$ cat src/hdl/pe_array_cfg.svh
`ifndef PE_ARRAY_CFG_SVH
`define PE_ARRAY_CFG_SVH

// Grid is PE_N_DIM by PE_N_DIM elements
`define PE_N_DIM 4

// Activations and packed outputs share one width
`define PE_ACT_W 8

`define PE_WEIGHT_W 8

// Accumulators and biases
`define PE_ACC_W 32

// Byte lanes needed to load one bias
`define PE_BIAS_BYTES 4

`define PE_SHIFT_W 5

`endif

$ cat src/hdl/pe_array_pkg.sv
`include "pe_array_cfg.svh"

package pe_array_pkg;

	typedef enum logic {
		MODE_FC,
		MODE_CNN
	} mode_t;

	typedef enum logic {
		PREC_8,
		PREC_4
	} precision_t;

	typedef logic signed [`PE_ACT_W-1:0] act_t;
	typedef logic signed [`PE_WEIGHT_W-1:0] weight_t;
	typedef logic signed [`PE_ACC_W-1:0] acc_t;

	typedef act_t [`PE_N_DIM-1:0] act_vec_t;
	typedef acc_t [`PE_N_DIM-1:0] acc_vec_t;
	typedef weight_t [`PE_N_DIM-1:0][`PE_N_DIM-1:0] weight_mat_t; // Indexed [row][column]

	typedef struct packed {
		mode_t                  mode;
		precision_t             precision;
		logic [`PE_SHIFT_W-1:0] shift;
	} layer_cfg_t;

	typedef struct packed {
		logic     load;
		logic     shift;
		act_vec_t data;
	} act_cmd_t;

	typedef struct packed {
		logic                             wr;
		logic [$clog2(`PE_BIAS_BYTES)-1:0] addr; // Byte lane written in every bias
		act_vec_t                         data;
	} bias_cmd_t;

	typedef struct packed {
		logic        step;
		logic        clear;
		weight_mat_t weights;
	} step_cmd_t;

endpackage

$ cat src/hdl/bias_regs.sv
`timescale 1ns/1ps
`include "pe_array_cfg.svh"

module bias_regs import pe_array_pkg::*; (
	input  logic      clk,
	input  logic      reset,
	input  bias_cmd_t bias_cmd,
	output acc_vec_t  bias
);

	localparam int BYTE_W = 8;

	always_ff @(posedge clk or negedge reset) begin
		if (!reset) begin
			bias <= '0;
		end else if (bias_cmd.wr) begin
			for (int m = 0; m < `PE_N_DIM; m++) begin
				bias[m][bias_cmd.addr*BYTE_W +: BYTE_W] <= bias_cmd.data[m]; // Other lanes hold
			end
		end
	end

endmodule

$ cat config.mk
export PLATFORM = sky130hd
export DESIGN_NAME = bias_regs
export DESIGN_NICKNAME = d
export VERILOG_FILES = /design/src/hdl/pe_array_pkg.sv /design/src/hdl/bias_regs.sv
export VERILOG_INCLUDE_DIRS = /design/src /design/src/hdl
export SDC_FILE = /design/constraint.sdc
export NUM_CORES = 1
export LEC_CHECK = 0
export BUFFER_PORTS_ARGS = -buffer_cell sky130_fd_sc_hd__clkbuf_2
export CAP_MARGIN = 20
export CELL_PAD_IN_SITES_DETAIL_PLACEMENT = 1
export CELL_PAD_IN_SITES_GLOBAL_PLACEMENT = 2
export CORE_MARGIN = 2
export CORE_UTILIZATION = 35
export CTS_CLUSTER_SIZE = 24
export DETAILED_ROUTE_END_ITERATION = 12
export PLACE_DENSITY_LB_ADDON = 0.25
export SKIP_LAST_GASP = 1
export SYNTH_ARGS = -nofsm -noshare
export SYNTH_HDL_FRONTEND = slang
export SYNTH_SLANG_ARGS = --single-unit
$ cat constraint.sdc
create_clock -name clk -period 1.8 [get_ports clk]
set_input_delay 0.09 -clock clk [delete_from_list [all_inputs] [get_ports clk]]
set_output_delay 0.09 -clock clk [all_outputs]
set_load 0.02 [all_outputs]
==> summary.txt <==
Max Root-Sink Buffers - 2
Min Tclk post-route - 1.24 ns
Termination of the worst setup path - bias[86]
Cells along the critical path - clkbuf_2 > inv_1 > ha_2 > and4bb_2 > buf_12 > a32o_1
Hold Crit Class - primary input to register
Largest family of logic cells by synthesized area - compound AO/OA/AOI/OAI gates
Levels on crit path - 6
Final hold violation count - 0
Sequential share of power - 38.7%
Mux cell area share after synthesis - 0%
Ant. Diodes - 0
Clock power frac - 47.5%
Row count - 45
Total track usage - 23.5%
Dpl hpwl - 12300 um
Commonest non-fill, non-tap cell in the layout - clkbuf_2
First-pass GRT wire length - 28900 um
Mapped Cells - 423
Syn nets - 465
Combinational share of power - 13.8%
Root buffer cell - clkbuf_16
Avg WL per Cell - 22.3 um
Die width - 127 um
Grt total ovfl - 0
Max-slew headroom - 43.4%
Sw frac - 25.8%
Number of H-tree levels - 4
Initial Utilization - 35.3%
Die height - 127 um
Area of the mapped netlist - 5310 um^2
Post-synthesis simple-gate area fraction - 9.82%
Worst R2R End - bias[40]
Buf+Inv Stages, Crit Path - 3
Commonest cells after routing, fill and taps aside - clkbuf_2 (162), dfrtp_1 (128), nand3_1 (75), o2bb2ai_1 (75), a32o_1 (43)
Pre-CTS setup slack - 0.147 ns
Clk Latency, worst-skew pair - 0.41 ns
Peak Freq - 805 MHz
Area Growth Syn to Fin - 38.7%
Internal - 6.11 mW
Fin Setup TNS - 0 ns
Critical path peak fanout - 29
TritonCTS clock tree - done
R2R Setup Slk - 1.05 ns
Port bufs - 164
Regs by FF count - bias (128)
Routed vias/inst - 5.67
Crit path launch type - primary input
Worst setup path category - primary input to register
Largest Register - bias
Worst-Margin Slew - 0.848 ns
Gpl congestion - 0.764
Drt pass-1 iters - 4
CTS clk-pin slew, worst paths - 0.06 ns
Crit path max-delay family - simple AND/OR/NAND/NOR gates
Yosys warnings - 0
Number of clock sinks - 128
Worst endpoint data arrival time - 1.59 ns
Max-cap violations - 0
Largest stage delay on the critical path - 0.48 ns
Hold_ws - 0.00458 ns
Xor/xnor share of the synthesized area - 0%
Iter 0 DRT Violations - 277
DRT Wirelength - 18200 um
Final net count - 657
Seq/Total Area, Yosys - 60.3%
Netlist cell types - 21
Crit. Startpoint - bias_cmd[33]
Post-Place Cells - 752
RSZ-0062 raised after global routing - false
Post-cts sizing count - 0
Number of synthesized register bits - 128
Crit-path slowest cell - and4bb_2
CP required - 2.15 ns
Ports - 165
Pwr Total - 8.23 mW
Outcome - complete, no violations
Core ar. - 15000 um^2
Die footprint - 16200 um^2
Cts bufs inserted - 17
Post-route ant nets - 0
Endpoints failing setup - 0
Period utilization - 69.0%
Initial antenna violation count - 0
# DRC - 0
Area fraction in compound gates after synthesis - 23.5%
Vias in the first global route - 4868
VDD IR-drop max - 665 uV
Setup crit end kind - register
P_sw - 2.13 mW
Pwr dens - 1120 nW/um^2
FF-to-FF path depth - 1
Routed vias - 4628
Share of cells above drive strength 1 - 37.3%
Layout Cells excl Fill - 816
Reg-to-reg startpoint - bias[40]
Post-route setup slack - 0.558 ns
Post-CTS Setup Repair Bufs - 0
Largest net degree at the start of global routing - 51
Largest register FFs - 128
Post-synthesis adder-cell area fraction - 1.18%
P_leak - 3.46 nW
Worst clock skew - 0 ns
Syn_area_per_cell - 12.6 um^2
Slew Viols, Final - 0
worst min path at each step:
| stage | cells past startpoint | from | slack (ns) | to |
|---|---|---|---|---|
| 2_1_floorplan | 0 | reset | -0.21 | bias[0] |
| 3_3_place_gp | 1 | reset | 0.06 | bias[35] |
| 3_5_place_dp | 1 | reset | 0.06 | bias[34] |
| 4_1_cts | 3 | bias_cmd[8] | 0.001 | bias[32] |
| 5_1_grt | 3 | bias_cmd[8] | 0.004 | bias[32] |
| 6_report | 3 | bias_cmd[8] | 0.005 | bias[32] |
cell type report:
class	count	area (um^2)
clock buffer	23	498
clock inverter	9	176
fill	1605	7660
inverter	12	45.0
multi-input combinational	234	1840
sequential	128	3200
tap	188	235
timing repair buffer	222	1370
repair_timing:
item                       4_1_cts  5_1_grt
hold buffers                    32        0
setup endpoints to repair        0        0
hold endpoints to repair       140        0
through the flow:
stage	utilization, %	instance area [um^2]
6_report	49.0	7370
5_1_grt	49.0	7370
4_1_cts	49.0	7370
3_5_place_dp	42.4	6370
3_3_place_gp	42.4	6370
2_1_floorplan	-	5310
tightest hold or removal path, delay by kind of cell:
kind / cells / cell delay, ns
buf+inv: 1 / 0.14
compound gates: 1 / 0.06
simple gates: 1 / 0.09
synth_stat cells:
cell type,count,share of area (%)
clkbuf_1,32,2.3
or3b_1,3,0.49
nand3_1,75,7.1
a32o_1,43,8.1
buf_6,4,0.85
and3_1,1,0.12
and2_1,2,0.24
o2bb2ai_1,75,12
nand2b_1,1,0.12
and4bb_2,1,0.24
inv_1,12,0.85
buf_1,3,0.21
nand2_1,14,0.99
dfrtp_1,128,60
nor2b_1,2,0.24
ha_1,5,1.2
nor4bb_1,1,0.19
o32ai_2,10,3.1
buf_2,8,0.75
nand3b_1,1,0.14
buf_4,2,0.28
kinds of logic (layout without fill, tap and decap cells):
group           count (synthesis)  count (layout)
compound gates                128             128
fa+ha+maj                       5               5
buf+inv                        61             266
flops                         128             128
simple gates                  101             101
routing by layer:
layer  vias up  global-route usage, %  wire (um)
li1       2016                      -          -
met1      2439                   31.9       8130
met2       147                   37.4       8900
met3        26                   5.32        919
met4         0                   8.21        288
met5         -                      0          0
power by group through the flow:
stage	Combinational (mW)	Sequential, mW	Clock (mW)
2_1_floorplan	0.366	3.44	0
3_3_place_gp	1.06	3.23	0
3_5_place_dp	1.09	3.24	0
4_1_cts	1.15	3.19	3.96
5_1_grt	1.22	3.21	4.11
6_report	1.13	3.19	3.91
(Power assumes the default switching activity.)
