## config.mk

```make
export PLATFORM = sky130hd
export DESIGN_NAME = input_buffer
export DESIGN_NICKNAME = d
export VERILOG_FILES = /design/src/hdl/pe_array_pkg.sv /design/src/hdl/input_buffer.sv
export VERILOG_INCLUDE_DIRS = /design/src /design/src/hdl
export SDC_FILE = /design/constraint.sdc
export NUM_CORES = 1
export LEC_CHECK = 0
export BUFFER_PORTS_ARGS = -buffer_cell sky130_fd_sc_hd__buf_2
export CAP_MARGIN = 20
export CORE_MARGIN = 2
export CORE_UTILIZATION = 50
export DETAILED_ROUTE_END_ITERATION = 6
export PLACE_DENSITY = 0.84
export SETUP_SLACK_MARGIN = 0.1
export SLEW_MARGIN = 20
export SYNTH_ARGS = -nofsm -noshare
export SYNTH_HDL_FRONTEND = slang
export SYNTH_SLANG_ARGS = --single-unit
```

## constraint.sdc

```tcl
create_clock -name clk -period 1.7 [get_ports clk]
set_clock_uncertainty 0.2 [all_clocks]
set_input_delay 0.255 -clock clk [delete_from_list [all_inputs] [get_ports clk]]
set_output_delay 0.255 -clock clk [all_outputs]
set_load 0.1 [all_outputs]
```

## src/hdl/pe_array_cfg.svh

```systemverilog
`ifndef PE_ARRAY_CFG_SVH
`define PE_ARRAY_CFG_SVH

// Grid is PE_N_DIM by PE_N_DIM elements
`define PE_N_DIM 4

// Activations and packed outputs share one width
`define PE_ACT_W 8

`define PE_WEIGHT_W 8

// Accumulators and biases
`define PE_ACC_W 32

// Byte lanes needed to load one bias
`define PE_BIAS_BYTES 4

`define PE_SHIFT_W 5

`endif

```

## src/hdl/pe_array_pkg.sv

```systemverilog
`include "pe_array_cfg.svh"

package pe_array_pkg;

	typedef enum logic {
		MODE_FC,
		MODE_CNN
	} mode_t;

	typedef enum logic {
		PREC_8,
		PREC_4
	} precision_t;

	typedef logic signed [`PE_ACT_W-1:0] act_t;
	typedef logic signed [`PE_WEIGHT_W-1:0] weight_t;
	typedef logic signed [`PE_ACC_W-1:0] acc_t;

	typedef act_t [`PE_N_DIM-1:0] act_vec_t;
	typedef acc_t [`PE_N_DIM-1:0] acc_vec_t;
	typedef weight_t [`PE_N_DIM-1:0][`PE_N_DIM-1:0] weight_mat_t; // Indexed [row][column]

	typedef struct packed {
		mode_t                  mode;
		precision_t             precision;
		logic [`PE_SHIFT_W-1:0] shift;
	} layer_cfg_t;

	typedef struct packed {
		logic     load;
		logic     shift;
		act_vec_t data;
	} act_cmd_t;

	typedef struct packed {
		logic                             wr;
		logic [$clog2(`PE_BIAS_BYTES)-1:0] addr; // Byte lane written in every bias
		act_vec_t                         data;
	} bias_cmd_t;

	typedef struct packed {
		logic        step;
		logic        clear;
		weight_mat_t weights;
	} step_cmd_t;

endpackage

```

## src/hdl/input_buffer.sv

```systemverilog
`timescale 1ns/1ps
`include "pe_array_cfg.svh"

module input_buffer import pe_array_pkg::*; (
	input  logic     clk,
	input  logic     reset,
	input  act_cmd_t act_cmd,
	output act_vec_t acts
);

	act_vec_t shifted;

	// Elements move one place toward index 0 and the new value enters at the top
	always_comb begin
		for (int j = 0; j < `PE_N_DIM - 1; j++) begin
			shifted[j] = acts[j + 1];
		end
		shifted[`PE_N_DIM-1] = act_cmd.data[0];
	end

	always_ff @(posedge clk or negedge reset) begin
		if (!reset) begin
			acts <= '0;
		end else if (act_cmd.load) begin
			acts <= act_cmd.data; // Load wins over shift
		end else if (act_cmd.shift) begin
			acts <= shifted;
		end
	end

endmodule

```

==> metrics.log <==
INFO  metric outcome = finished, final reports clean
INFO  metric num_vias = 1374
INFO  metric final_layout_size_suffix_gt1_share = 32.4%
INFO  metric vias_per_inst = 5.11
INFO  metric antenna_violations_before_repair = 0
INFO  metric slew_viols_final = 0
INFO  metric first_global_vias = approximately 1400
INFO  metric clock_tree.htree_level_count = 2
INFO  metric rr_worst_depth = 2
INFO  metric area_added_between_synthesis_and_finish = 50.9%
INFO  metric cts.sink_count = 32
INFO  metric final_critical_path_setup_slack = 0.138 ns
INFO  metric clock-root-buffer = clkbuf_4
INFO  metric rows = 19
INFO  metric fmax = around 0.64 GHz
INFO  metric remaining_drc_errors = 0
INFO  metric numCtsBuffers = 5
INFO  metric p_sw = 1.04 mW
INFO  metric synth.distinct_cells = 9
INFO  metric post_route_cell_area = around 2300 um^2
INFO  metric tns = 0 ns
INFO  metric initial_utilization = between 50% and 60%
INFO  metric top_flop_regs = acts x32
INFO  metric placed_area = 1820 um^2
INFO  metric switching_share = 44.5%
INFO  metric timing.final.hold_violations = 0
INFO  metric type_of_the_worst_setup_path = reg -> out
INFO  metric post-layout-total-power = approximately 2.3 mW
INFO  metric mean_area_per_synthesized_cell = around 11 um^2
INFO  metric crit_path_start_kind = flop
INFO  metric synthesized_instance_count = 139
INFO  metric layout.core_utilization = between 80% and 90%
INFO  metric timing.critical_path.slowest_cell_delay = 0.43 ns
INFO  metric floorplan.die.width = 59.1 um
INFO  metric clock_latency_on_the_worst_skew_pair = around 0.33 ns
INFO  metric ys_seq_area_share = 52.8%
INFO  metric vdd_drop_max = 0.824 mV
INFO  metric dr.first_iter.drc_count = 96
INFO  metric tritoncts = built
INFO  metric route.final.wire_length = 3840 um
INFO  metric yosys_warnings = 0
INFO  metric crit_required = 1.24 ns
INFO  metric whs_path_depth = 4
INFO  metric finalCriticalPeriod = 1.56 ns
INFO  metric static-leakage-power = 1.17 nW
INFO  metric ant_nets = 0
INFO  metric worstSetupPathDepth = 1
INFO  metric design.die.area = 3490 um^2
INFO  metric power-per-cell-area = 1020 nW/um^2
INFO  metric unrepaired_setup_endpoints_after_global_routing = no
INFO  metric grt_start_max_net_pins = 65
INFO  metric antennaDiodeCount = 0
INFO  metric synthesized_netlist_net_count = about 180
INFO  metric fp.coreArea = between 2000 and 3000 um^2
INFO  metric syn_area = 1520 um^2
INFO  metric worstPathBufferInverterCount = 1
INFO  metric maxCapViolCount = 0
INFO  metric crit_path_end_kind = output pin
INFO  metric drt-pass1-iter-count = 4
INFO  metric pre_cts_slack = 0.430 ns
INFO  metric cpMaxStageDelayCell = buf_2
INFO  metric post-place-cells = ~230
INFO  metric grt_first_pass_wirelength = 6150 um
INFO  metric pin_count = 68
INFO  metric max_slew.worst_pin.slew = between 0.7 and 0.8 ns
INFO  metric overflow = 0
INFO  metric p_int = 1.29 mW
INFO  metric largest_register_ff_count = 32
INFO  metric holdCritPathClass = in -> reg
INFO  metric setup_viol = 0
INFO  metric p_comb_share = 42.7%
INFO  metric worst-path-max-fanout = 2
INFO  metric worst_hold_slack = 0.197 ns
INFO  metric pwr-share-seq = around two fifths
INFO  metric critPathTopFamily = buffers and inverters
INFO  metric largest-register = acts
INFO  metric avgRoutedWirePerCell = 14.3 um
INFO  metric synth-seq-cells = 32
INFO  metric routabilityCongestion = 0.673
INFO  metric clkTransAtPathRegs = 0.10 ns
INFO  metric critical_path_arrival = 1.11 ns
INFO  metric die_h = 59.1 um
INFO  metric power.clock.fraction = 18.8%
INFO  metric globalRouteTotalUtil = 23.9%
INFO  metric layout.cells.non_filler = 269
INFO  metric finalCritPeriodShare = 91.9%
INFO  metric nets = 273
INFO  metric dp_hpwl = 2210 um
INFO  metric maximum_number_of_buffers_from_clock_root_to_sink = 2
INFO  metric port_buffers = 67
INFO  metric cp_cell_sequence = buf_2
INFO  metric max-slew-margin-rel = 53.1%
## power by group through the flow
stage	registers (mW)	clock network, mW	logic (mW)
after floorplan	1.46	0	0.169
after global placement	0.897	0	0.880
after detailed placement	0.905	0	0.893
after CTS	0.893	0.456	0.975
after global routing	0.906	0.488	1.04
final	0.896	0.438	0.994
## worst reg2reg max path, stage by stage (launching register included)
cell and delay [ns]:
dfrtp_1 0.42, mux2i_1 0.18, o21ai_1 0.08
## cell families (layout without fill, tap and decap cells)
group                  after synthesis  count (layout)  share of synthesized area [%]
AO/OA/AOI/OAI                       32              32                           11.1
buffers and inverters               11             110                           7.02
flip-flops                          32              32                           52.8
multiplexers                        32              32                           21.1
AND/OR/NAND/NOR                     32              32                           7.93
## layout make-up
cell class,instances,area (um^2)
clock buffer,8,58.8
fill,179,542
multi-input combinational,96,608
sequential,32,801
tap,31,38.8
timing repair buffer,102,781
## placed cells by master, fill, tap and decap left out
| master | instances |
|---|---|
| dfrtp_1 | 32 |
| o21ai_2 | 2 |
| buf_4 | 18 |
| buf_12 | 2 |
| o21ai_1 | 28 |
| clkbuf_8 | 1 |
| buf_2 | 37 |
| dlygate4sd3_1 | 33 |
| clkbuf_4 | 17 |
| clkbuf_1 | 2 |
| o21ai_0 | 2 |
| nand2_1 | 32 |
| mux2i_1 | 32 |
## synthesized netlist by cell type
cell / number / area [um^2]
buf_12: 3 / 60.1
o21ai_1: 28 / 140
o21ai_0: 2 / 10.0
dfrtp_1: 32 / 801
o21ai_2: 2 / 17.5
mux2i_1: 32 / 320
buf_2: 7 / 35.0
buf_6: 1 / 11.3
nand2_1: 32 / 120
## timing repair
action | in CTS | in global routing
buffers inserted | 0 | 0
endpoints found under the hold margin | 64 | 0
setup endpoints to repair | 18 | 12
resized for setup | 18 | 12
hold buffers | 33 | 0
## layer usage
layer / routed length [um] / up-vias / GRT usage, % / part of all wire, %
li1: - / 671 / - / -
met1: 1490 / 636 / 24.6 / 39
met2: 2050 / 57 / 46.3 / 53
met3: 216 / 10 / 6.55 / 5.6
met4: 86 / 0 / 6.82 / 2.2
met5: 0 / - / 0 / 0
## worst paths after layout
kind | startpoint | endpoint | slack, ns
setup / recovery | acts[3] | acts[3] | 0.14
hold / removal | act_cmd[33] | acts[24] | 0.20
setup reg to reg | acts[14] | acts[6] | 0.71
hold reg to reg | acts[3] | acts[3] | 0.37
max in group asynchronous | reset | acts[7] | 0.52
min in group asynchronous | reset | acts[1] | 0.33
No activity file was read; power rests on OpenSTA's default activity.
